File: config.mk
export PLATFORM = sky130hd
export DESIGN_NAME = pkt_detect_top
export DESIGN_NICKNAME = d
export VERILOG_FILES = /design/src/pkt_detect_pkg.sv /design/src/corr_threshold.sv /design/src/peak_report.sv /design/src/peak_tracker.sv /design/src/pkt_detect_top.sv
export VERILOG_INCLUDE_DIRS = /design/src
export SDC_FILE = /design/constraint.sdc
export NUM_CORES = 1
export LEC_CHECK = 0
export ABC_AREA = 1
export BUFFER_PORTS_ARGS = -buffer_cell sky130_fd_sc_hd__clkbuf_2
export CAP_MARGIN = 20
export CORE_ASPECT_RATIO = 0.9
export CORE_MARGIN = 2
export CORE_UTILIZATION = 40
export DETAILED_ROUTE_END_ITERATION = 10
export SETUP_SLACK_MARGIN = 0.3
export SLEW_MARGIN = 5
export SYNTH_ARGS = -nofsm -noshare
export SYNTH_HDL_FRONTEND = slang
export SYNTH_HIERARCHICAL = 1
export SYNTH_SLANG_ARGS = --single-unit
File: constraint.sdc
create_clock -name clk -period 4.4 [get_ports clk]
set_input_delay 0.88 -clock clk [delete_from_list [all_inputs] [get_ports clk]]
set_output_delay 0.88 -clock clk [all_outputs]
set_load 0.02 [all_outputs]
File: src/pkt_detect_config.svh
`ifndef PKT_DETECT_CONFIG_SVH
`define PKT_DETECT_CONFIG_SVH

// width of the correlation and power words.
`define PD_DATA_WIDTH 16

// width of the sample counters in the tracker and the report.
`define PD_NRX_WIDTH 16

// gated samples needed after the first one before a peak can be confirmed.
`define PD_NRX_TRIG 64

// the gate opens when corr > (pow >> PD_THRESH_SHIFT).
`define PD_THRESH_SHIFT 2

// rises of the running maximum needed to confirm a peak.
`define PD_MIN_RISES 8

`endif

File: src/pkt_detect_pkg.sv
`default_nettype none

`include "pkt_detect_config.svh"

package pkt_detect_pkg;

  // one sample from the correlator front end.
  typedef struct packed {
    logic [`PD_DATA_WIDTH-1:0] corr;
    logic [`PD_DATA_WIDTH-1:0] pow;
  } pd_sample_t;

  // sample after the decode stage, with its gate flag.
  typedef struct packed {
    pd_sample_t sample;
    logic       gate;
  } pd_gated_t;

  // a confirmed peak as handed to the result stage.
  typedef struct packed {
    logic [`PD_NRX_WIDTH-1:0]  nrx_after_peak;
    logic [`PD_DATA_WIDTH-1:0] peak_pow;
  } pd_report_t;

  // states of the peak tracker FSM.
  typedef enum logic [1:0] {
    ST_INIT = 2'b00,
    ST_MAX  = 2'b01,
    ST_WAIT = 2'b10,
    ST_TRIG = 2'b11
  } pd_state_t;

endpackage

`default_nettype wire

File: src/corr_threshold.sv
`timescale 1ns/1ps
`default_nettype none

`include "pkt_detect_config.svh"

module corr_threshold (
  input  wire                            clk,
  input  wire                            i_rst_n,
  input  wire                            i_clear,

  // sample stream in.
  input  wire                            i_valid,
  input  wire                            i_last,
  output logic                           o_ready,
  input  var pkt_detect_pkg::pd_sample_t i_sample,

  // gated stream out.
  output logic                           o_valid,
  output logic                           o_last,
  input  wire                            i_ready,
  output pkt_detect_pkg::pd_gated_t      o_gated
);

  import pkt_detect_pkg::*;

  pd_gated_t gated_d;
  logic      accept;

  // the threshold scales with signal power, so a weak channel needs less correlation.
  always_comb begin
    gated_d.sample = i_sample;
    gated_d.gate   = i_sample.corr > (i_sample.pow >> `PD_THRESH_SHIFT); // strictly above.
  end

  assign o_ready = (i_ready | ~o_valid) & i_rst_n;
  assign accept  = i_valid & o_ready;

  always_ff @(posedge clk) begin
    if (!i_rst_n || i_clear) begin
      o_valid <= 1'b0;
      o_last  <= 1'b0;
    end else if (o_ready) begin
      o_valid <= i_valid;
      o_last  <= i_valid & i_last;
    end
  end

  always_ff @(posedge clk) begin
    if (accept) begin
      o_gated <= gated_d; // payload only moves with its sample.
    end
  end

  // the stage must come out of reset empty.
  a_empty_after_reset: assert property (
    @(posedge clk) $rose(i_rst_n) |-> !o_valid
  ) else $error("corr_threshold holds a sample right after reset.");

endmodule

`default_nettype wire

File: src/peak_report.sv
`timescale 1ns/1ps
`default_nettype none

`include "pkt_detect_config.svh"

module peak_report (
  input  wire                            clk,
  input  wire                            i_rst_n,
  input  wire                            i_clear,

  // from the tracker.
  input  wire                            i_peak_stb,
  input  var pkt_detect_pkg::pd_report_t i_report,

  // held result for the host side.
  output logic                           o_report_valid,
  output pkt_detect_pkg::pd_report_t     o_report,
  output logic [`PD_NRX_WIDTH-1:0]       o_detect_count
);

  logic count_full;

  assign count_full = &o_detect_count;

  always_ff @(posedge clk) begin
    if (!i_rst_n || i_clear) begin
      o_report_valid <= 1'b0;
      o_detect_count <= '0;
    end else begin
      o_report_valid <= i_peak_stb; // one pulse per detection.
      if (i_peak_stb && !count_full) begin
        o_detect_count <= o_detect_count + 1'b1;
      end
    end
  end

  // keeps the last detection readable while the tracker hunts for the next one.
  always_ff @(posedge clk) begin
    if (i_peak_stb) begin
      o_report <= i_report;
    end
  end

  a_count_monotonic: assert property (
    @(posedge clk) disable iff (!i_rst_n)
      ($past(i_rst_n) && !$past(i_clear)) |-> (o_detect_count >= $past(o_detect_count))
  ) else $error("detection count went down without a clear.");

endmodule

`default_nettype wire

File: src/peak_tracker.sv
`timescale 1ns/1ps
`default_nettype none

`include "pkt_detect_config.svh"

module peak_tracker (
  input  wire                           clk,
  input  wire                           i_rst_n,
  input  wire                           i_clear,

  // gated stream in.
  input  wire                           i_valid,
  input  wire                           i_last,
  output logic                          o_ready,
  input  var pkt_detect_pkg::pd_gated_t i_gated,

  // sample stream out, payload is dropped here.
  output logic                          o_valid,
  output logic                          o_last,
  input  wire                           i_ready,

  // confirmed peak to the result stage.
  output logic                          o_peak_stb,
  output pkt_detect_pkg::pd_report_t    o_report
);

  import pkt_detect_pkg::*;

  pd_state_t                 state;
  logic [`PD_NRX_WIDTH-1:0]  nrx_after_trig;  // gated samples since the run opened.
  logic [`PD_NRX_WIDTH-1:0]  nrx_after_peak;  // samples since the current maximum.
  logic [`PD_MIN_RISES-1:0]  rises;           // one bit per rise of the maximum.
  logic [`PD_DATA_WIDTH-1:0] max_corr;
  logic [`PD_DATA_WIDTH-1:0] max_pow;

  logic accept;
  logic new_max;
  logic confirm;

  assign o_ready = (i_ready | ~o_valid) & i_rst_n;
  assign accept  = i_valid & o_ready;
  assign new_max = i_gated.sample.corr > max_corr;

  // a peak counts only after a long enough run with a steadily climbing maximum.
  assign confirm = (nrx_after_trig >= `PD_NRX_WIDTH'(`PD_NRX_TRIG)) && (&rises);

  always_ff @(posedge clk) begin
    if (!i_rst_n || i_clear) begin
      state          <= ST_INIT;
      o_valid        <= 1'b0;
      o_last         <= 1'b0;
      o_peak_stb     <= 1'b0;
      nrx_after_trig <= '0;
      nrx_after_peak <= '0;
      rises          <= '0;
    end else begin
      o_peak_stb <= 1'b0;
      if (o_ready) begin
        o_valid <= i_valid;
        o_last  <= i_valid & i_last;
      end
      if (accept) begin
        case (state)
          ST_INIT: begin
            nrx_after_trig <= '0;
            nrx_after_peak <= '0;
            rises          <= '0;
            if (i_gated.gate) begin
              state <= ST_MAX;
            end
          end
          ST_MAX: begin
            if (i_gated.gate) begin
              nrx_after_trig <= nrx_after_trig + 1'b1;
              if (new_max) begin
                nrx_after_peak <= '0;
                rises          <= {rises[`PD_MIN_RISES-2:0], 1'b1};
              end else begin
                nrx_after_peak <= nrx_after_peak + 1'b1;
              end
            end else begin
              // the closing sample still counts toward the distance from the peak.
              nrx_after_peak <= nrx_after_peak + 1'b1;
              state          <= ST_TRIG;
            end
          end
          ST_TRIG: begin
            if (confirm) begin
              o_peak_stb <= 1'b1;
              state      <= ST_WAIT;
            end else begin
              state <= ST_INIT;
            end
          end
          default: begin
            state <= ST_INIT; // WAIT spends one sample before the next search.
          end
        endcase
      end
    end
  end

  // INIT takes every sample as the maximum and MAX only a strictly larger one.
  always_ff @(posedge clk) begin
    if (accept) begin
      if (state == ST_INIT || (state == ST_MAX && i_gated.gate && new_max)) begin
        max_corr <= i_gated.sample.corr;
        max_pow  <= i_gated.sample.pow;
      end
      if (state == ST_TRIG && confirm) begin
        o_report.nrx_after_peak <= nrx_after_peak;
        o_report.peak_pow       <= max_pow;
      end
    end
  end

  a_stb_single: assert property (
    @(posedge clk) disable iff (!i_rst_n) o_peak_stb |=> !o_peak_stb
  ) else $error("peak strobe held for more than one cycle.");

  a_state_legal: assert property (
    @(posedge clk) disable iff (!i_rst_n)
      !$isunknown(state) && (state inside {ST_INIT, ST_MAX, ST_TRIG, ST_WAIT})
  ) else $error("peak tracker left its four states.");

endmodule

`default_nettype wire

File: src/pkt_detect_top.sv
`timescale 1ns/1ps
`default_nettype none

`include "pkt_detect_config.svh"

module pkt_detect_top (
  input  wire                            clk,
  input  wire                            i_rst_n,
  input  wire                            i_clear,

  // sample stream from the correlator.
  input  wire                            i_valid,
  input  wire                            i_last,
  output logic                           o_ready,
  input  var pkt_detect_pkg::pd_sample_t i_sample,

  // sample stream out.
  output logic                           o_valid,
  output logic                           o_last,
  input  wire                            i_out_ready,

  // detection results.
  output logic                           o_report_valid,
  output pkt_detect_pkg::pd_report_t     o_report,
  output logic [`PD_NRX_WIDTH-1:0]       o_detect_count
);

  import pkt_detect_pkg::*;

  pd_gated_t  gated;
  logic       dec_valid;
  logic       dec_last;
  logic       trk_ready;
  logic       peak_stb;
  pd_report_t trk_report;

  corr_threshold u_decode (
    .clk      (clk),
    .i_rst_n  (i_rst_n),
    .i_clear  (i_clear),
    .i_valid  (i_valid),
    .i_last   (i_last),
    .o_ready  (o_ready),
    .i_sample (i_sample),
    .o_valid  (dec_valid),
    .o_last   (dec_last),
    .i_ready  (trk_ready),
    .o_gated  (gated)
  );

  peak_tracker u_execute (
    .clk        (clk),
    .i_rst_n    (i_rst_n),
    .i_clear    (i_clear),
    .i_valid    (dec_valid),
    .i_last     (dec_last),
    .o_ready    (trk_ready),
    .i_gated    (gated),
    .o_valid    (o_valid),
    .o_last     (o_last),
    .i_ready    (i_out_ready),
    .o_peak_stb (peak_stb),
    .o_report   (trk_report)
  );

  peak_report u_result (
    .clk            (clk),
    .i_rst_n        (i_rst_n),
    .i_clear        (i_clear),
    .i_peak_stb     (peak_stb),
    .i_report       (trk_report),
    .o_report_valid (o_report_valid),
    .o_report       (o_report),
    .o_detect_count (o_detect_count)
  );

endmodule

`default_nettype wire

# --- Word level (Yosys, flattened, before mapping) ---
# Index checks and enable logic that the tools add are counted.
word_totals:
  ff_bits: 193
  inputBits: 38
  out_inout_bits: 52
  elab_cells: 77
classes:
  add_sub_neg: 3
  order_cmp: 3
  n_eq_ne: 6
  mux: 13
  bitwise_logic: 12
  reduce_logical: 20
op_table:
  columns: ["op", "count"]
  rows:
  - ["$pmux 16 s2", 2]
  - ["$add 16x1->16 const B", 3]
  - ["$mux 16", 3]
  - ["$ge 16x7->1 const B", 1]
  - ["$gt 16x14->1", 1]
  - ["$gt 16x16->1", 1]
  - ["$mux 8", 2]
  - ["$pmux 8 s2", 1]
  - ["$reduce_and 16->1", 1]
  - ["$reduce_and 8->1", 1]
  - ["$and 1x1->1", 6]
  - ["$mux 2", 3]
  - ["$ne 2x2->1 const B", 3]
  - ["$pmux 2 s3", 1]
  - ["$reduce_and 2->1", 3]
  - ["$reduce_and 3->1", 2]
  - ["$logic_and 1x1->1", 5]
  - ["$not 1->1", 4]
  - ["$reduce_and 4->1", 1]
  - ["$reduce_or 3->1", 1]
  - ["$eq 2x1->1 const B", 1]
  - ["$eq 2x2->1 const B", 1]
  - ["$logic_not 1->1", 2]
  - ["$logic_not 2->1", 1]
  - ["other kinds (5)", 7]

# --- Longest topological paths before layout ---
depth:
  word_depth: 6
  mapped_depth: 16
  ltp_nobuf: 16

# --- Hierarchy ---
# Netlist, hierarchy kept.
modules_own_cells:
  columns: ["mod", "n_inst", "cells_per_inst", "area_each_um2", "seq_area_each_um2"]
  rows:
  - ["peak_tracker", 1, 449, 4611.9, 2822.7]
  - ["peak_report", 1, 190, 1980.6, 1301.2]
  - ["corr_threshold", 1, 113, 1478.9, 1031.0]

# --- Worst setup path after synthesis ---
# No wires, ideal clock.
synth_path:
  kind: "input to register"
  from: "input port i_out_ready"
  to: "register u_execute/o_report[0] in the netlist's numbering (enable)"
  setup_time_ns: 0.461
  arrival_time_ns: 3.505
  required_ns: 3.939
  slack_ns: 0.434
  cell_stages: 6
  n_path_buf: 0
  path_cell_list: "inv_1 > nand2_2 > nand2_4 > nor2_8 > inv_1 > nor3_1"
synth_between:
  elab_chain_len: 4
synth_lines:
  columns: ["item", "line_no", "text"]
  rows:
  - ["from (decl)", "pkt_detect_top.sv:20", "input wire i_out_ready,"]
  - ["$or 1x1->1", "peak_tracker.sv:40", "assign o_ready = (i_ready | ~o_valid) & i_rst_n;"]
  - ["$and 1x1->1", "peak_tracker.sv:40", null]
  - ["$and 1x1->1", "peak_tracker.sv:41", "assign accept = i_valid & o_ready;"]
  - ["$reduce_and 2->1 (no source line)", null, null]
  - ["to (decl)", "peak_tracker.sv:24", "output pkt_detect_pkg::pd_report_t o_report"]
# Every way passes these cells.
# A chain may end at the register's enable or synchronous reset.

# --- Worst setup path in the final report ---
layout_path:
  from: "input port i_out_ready"
  to: "register u_execute.max_corr[7] (enable)"
layout_between:
  elab_chain_len: 4
layout_lines:
  columns: ["item", "line_no", "text"]
  rows:
  - ["$or 1x1->1", "peak_tracker.sv:40", null]
  - ["$and 1x1->1", "peak_tracker.sv:40", null]
  - ["$and 1x1->1", "peak_tracker.sv:41", null]
  - ["$reduce_and 2->1 (no source line)", null, null]
  - ["to (signal assigned)", "peak_tracker.sv:107", "max_corr <= i_gated.sample.corr;"]
  - ["to (decl)", "peak_tracker.sv:33", "logic [`PD_DATA_WIDTH-1:0] max_corr;"]
# Every way passes these cells.

==> results.md <==
* Tot GR Track Use at 13.62%
* Core Footprint at approximately 20000 sq um
* Initial Utilization at 40.63%
* Global-route wire length before repair at 23320 um
* Largest net degree at the start of global routing at 39
* Clk buf depth at 2
* Post-route minimum period at 2677 ps
* Critical path class: in -> reg
* Placed Area at 8796 sq um
* Final setup violation count at 0
* Syn nets at 824
* Yosys reg bits at 193
* Share of cells above drive strength 1 at 19.15%
* Vias in the first global route at 4896
* Setup crit end kind: flip-flop
* Initial DRC count at about 270
* Register area at around 5200 sq um
* I/O pins at 90
* Commonest non-fill, non-tap cells in the layout: nand2_1 (136), edfxtp_1 (129), nor2_1 (92), clkbuf_2 (89), inv_1 (87)
* Setup ws final at 1723 ps
* CTS sink cnt at about 190
* Layout area overhead at 15.98%
* Nets at 926
* Synth Flop Type: edfxtp_1
* Min-delay src: u_execute/max_pow[10]$_DFFE_PP_
* Die width at 153.7 um
* RSZ-0062 raised after global routing: false
* Worst-path maximum fanout at 34
* Antenna violations before repair at 0
* DIE AREA at approximately 21000 sq um
* Peak VDD IR at 0.0001886 V
* Worst hold path class: reg -> reg
* FMAX at about 370 MHz
* Routed Antenna Nets at 0
* Row count at 49
* Critical Path AT at 2740 ps
* Vias post-DR at ~5300
* Pre-CTS setup slack at 1277 ps
* Post-synth EDFFs at ~130
* Final period util at 60.85%
* GP Congestion at 0.7941
* R2r endpoint: u_execute/max_corr[7]$_DFFE_PP_
* Worst-Skew Late Latency at between 400 and 500 ps
* Design area at 9361 sq um
* Max Cap Viol at 0
* Commonest non-fill, non-tap cell in the layout: nand2_1
* Total Wirelength at between 10000 and 15000 um
* Total CTS buffers at 17
* Setup TNS at 0 ps
* R2R depth at 9
* CTS tree: yes
* Cts hold-fix bufs at 0
* Critical path launch point type: input pin
* CTS resizes at 0
* Cell Area, Synth at 8071 sq um
* Cell Pwr Density at 376.5 nW/um^2
* Worst flop-to-flop path startpoint: u_decode/o_gated[32]$_DFFE_PP_
* Slew Limit Fails at 0
* Slew @ Worst Pin at 1018 ps
* # H-tree levels at 4
* Status: complete, no violations
* FILL cells at 1839
* Dpl hpwl at 9743 um
* Hold Vio Cnt, Final at 0
* DRT Pass-1 Iters at 4
* Hold Crit Depth at 0
* Drt wl/cell at 12.45 um
* Max transition margin at 31.88%
* Yosys warns at 6
* Synth unique cells at 42
* Synthesized area per cell at 10.73 sq um
* Synthesized instance count at ~750
* Antenna cell count at 0
* Async SR Flop Fraction at 0%
* Port bufs at 89
* Clock skew at a little under 20 ps
* Pleak at 3.581 nW
* Via/cell ratio at 4.682
* Clk root buf: clkbuf_16
* DRC viols at 0
* Area of the multi-input gates at 2492 sq um
* Post-CTS setup repair buffer count at 0
* Min Hold Slack at 413.1 ps
* Vert. Die Dim at approximately 140 um
* Hold Path Sink: u_execute/o_report[10]$_DFFE_PP_
* Clock Pin Slew Worst Setup and Hold Paths at approximately 80 ps
* Worst endpoint required time at 4460 ps
* Total gr overflow at 0
* Sequential share of the synthesized area at around 64%
* Reg2Reg Setup Slack at around 1800 ps
[metal layers]
layer | global-route usage [%] | vias to the layer above | wire [um]
met1 | 18.81 | 2428 | 6936
met4 | 4.056 | 0 | 133
met2 | 21.26 | 91 | 6326
met5 | 0 | - | 0
met3 | 3.531 | 6 | 569
li1 | - | 2728 | -
[worst max-delay path: stages]
cell      delay [ps]
clkbuf_2          70
inv_1             40
nand2_2           60
nand2_4           80
nor2_8           140
nand2_4          140
nor2_4           410
nand2_2          260
inv_2            620
[stage by stage]
| step | instances | utilization [%] | total power (W) |
|---|---|---|---|
| after global routing | 1122 | 47.13 | 0.003662 |
| after global placement | 1090 | 44.28 | 0.002098 |
| final | 1122 | 47.13 | 0.003524 |
| after CTS | 1122 | 47.13 | 0.003576 |
| after floorplan | 752 | - | 0.002056 |
| after detailed placement | 1090 | 44.28 | 0.002100 |
[area by class of cell]
cell class              count  area share [%]
clock buffers              17           4.544
flip-flops and latches    193           55.08
well taps                 255           3.408
repair buffers             90           4.838
multi-input cells         452           26.62
inverters                 100           4.010
clock inverters            15           1.497
[sequential cells by signal, summed over array words and instances, names as in the netlist, 2 cells and up]
name                      flops
u_execute/state               2
u_execute/nrx_after_trig     16
u_result/o_detect_count      16
u_result/o_report            32
u_decode/o_gated             33
u_execute/max_corr           16
u_execute/rises               8
u_execute/nrx_after_peak     16
u_execute/o_report           32
u_execute/max_pow            16
[worst max path at each step]
stage                                   startpoint                               end  slack (ps)  cells after the start
global placement                       i_out_ready    u_execute/max_pow[4]$_DFFE_PP_        1310                      9
global route        u_decode/o_gated[24]$_DFFE_PP_  u_execute/max_corr[14]$_DFFE_PP_        1530                     11
floorplan                              i_out_ready   u_execute/o_report[0]$_DFFE_PP_         430                      6
detailed placement                     i_out_ready    u_execute/max_pow[4]$_DFFE_PP_        1280                      9
finish                                 i_out_ready   u_execute/max_corr[7]$_DFFE_PP_        1720                      9
CTS                                    i_out_ready   u_execute/max_pow[15]$_DFFE_PP_        1740                      9
[logic make-up (layout without fill, tap and decap cells)]
| group | count (synthesis) | after routing | share of synthesized area, % |
|---|---|---|---|
| AO/OA/AOI/OAI | 76 | 76 | 5.193 |
| XOR/XNOR | 12 | 12 | 1.302 |
| AND/OR/NAND/NOR | 330 | 330 | 19.05 |
| adder cells (fa/ha/maj) | 34 | 34 | 5.271 |
| buffers and inverters | 107 | 222 | 5.317 |
| flip-flops | 193 | 193 | 63.87 |
[synthesized netlist by cell type (6+ instances only)]
cell / instances / share of area (%)
nand3_1: 41 / 2.5
nor2_1: 92 / 4.3
a21oi_1: 53 / 3.3
nand2_2: 6 / 0.47
inv_1: 87 / 4.0
nor3_1: 11 / 0.68
ha_1: 34 / 5.3
nand4_1: 11 / 0.85
edfxtp_1: 129 / 48
inv_2: 11 / 0.51
xor2_1: 10 / 1.1
nand2_1: 136 / 6.3
dfxtp_1: 64 / 16
o21ai_0: 13 / 0.81
[power by group]
| group | total (W) | switching, W | internal, W |
|---|---|---|---|
| registers | 0.00195 | 0.00000753 | 0.00194 |
| clock network | 0.00147 | 0.000715 | 0.000752 |
| logic | 0.000109 | 0.0000695 | 0.0000396 |
| total | 0.00352 | 0.000792 | 0.00273 |
Note: power is estimated with default switching activity, not from simulation.
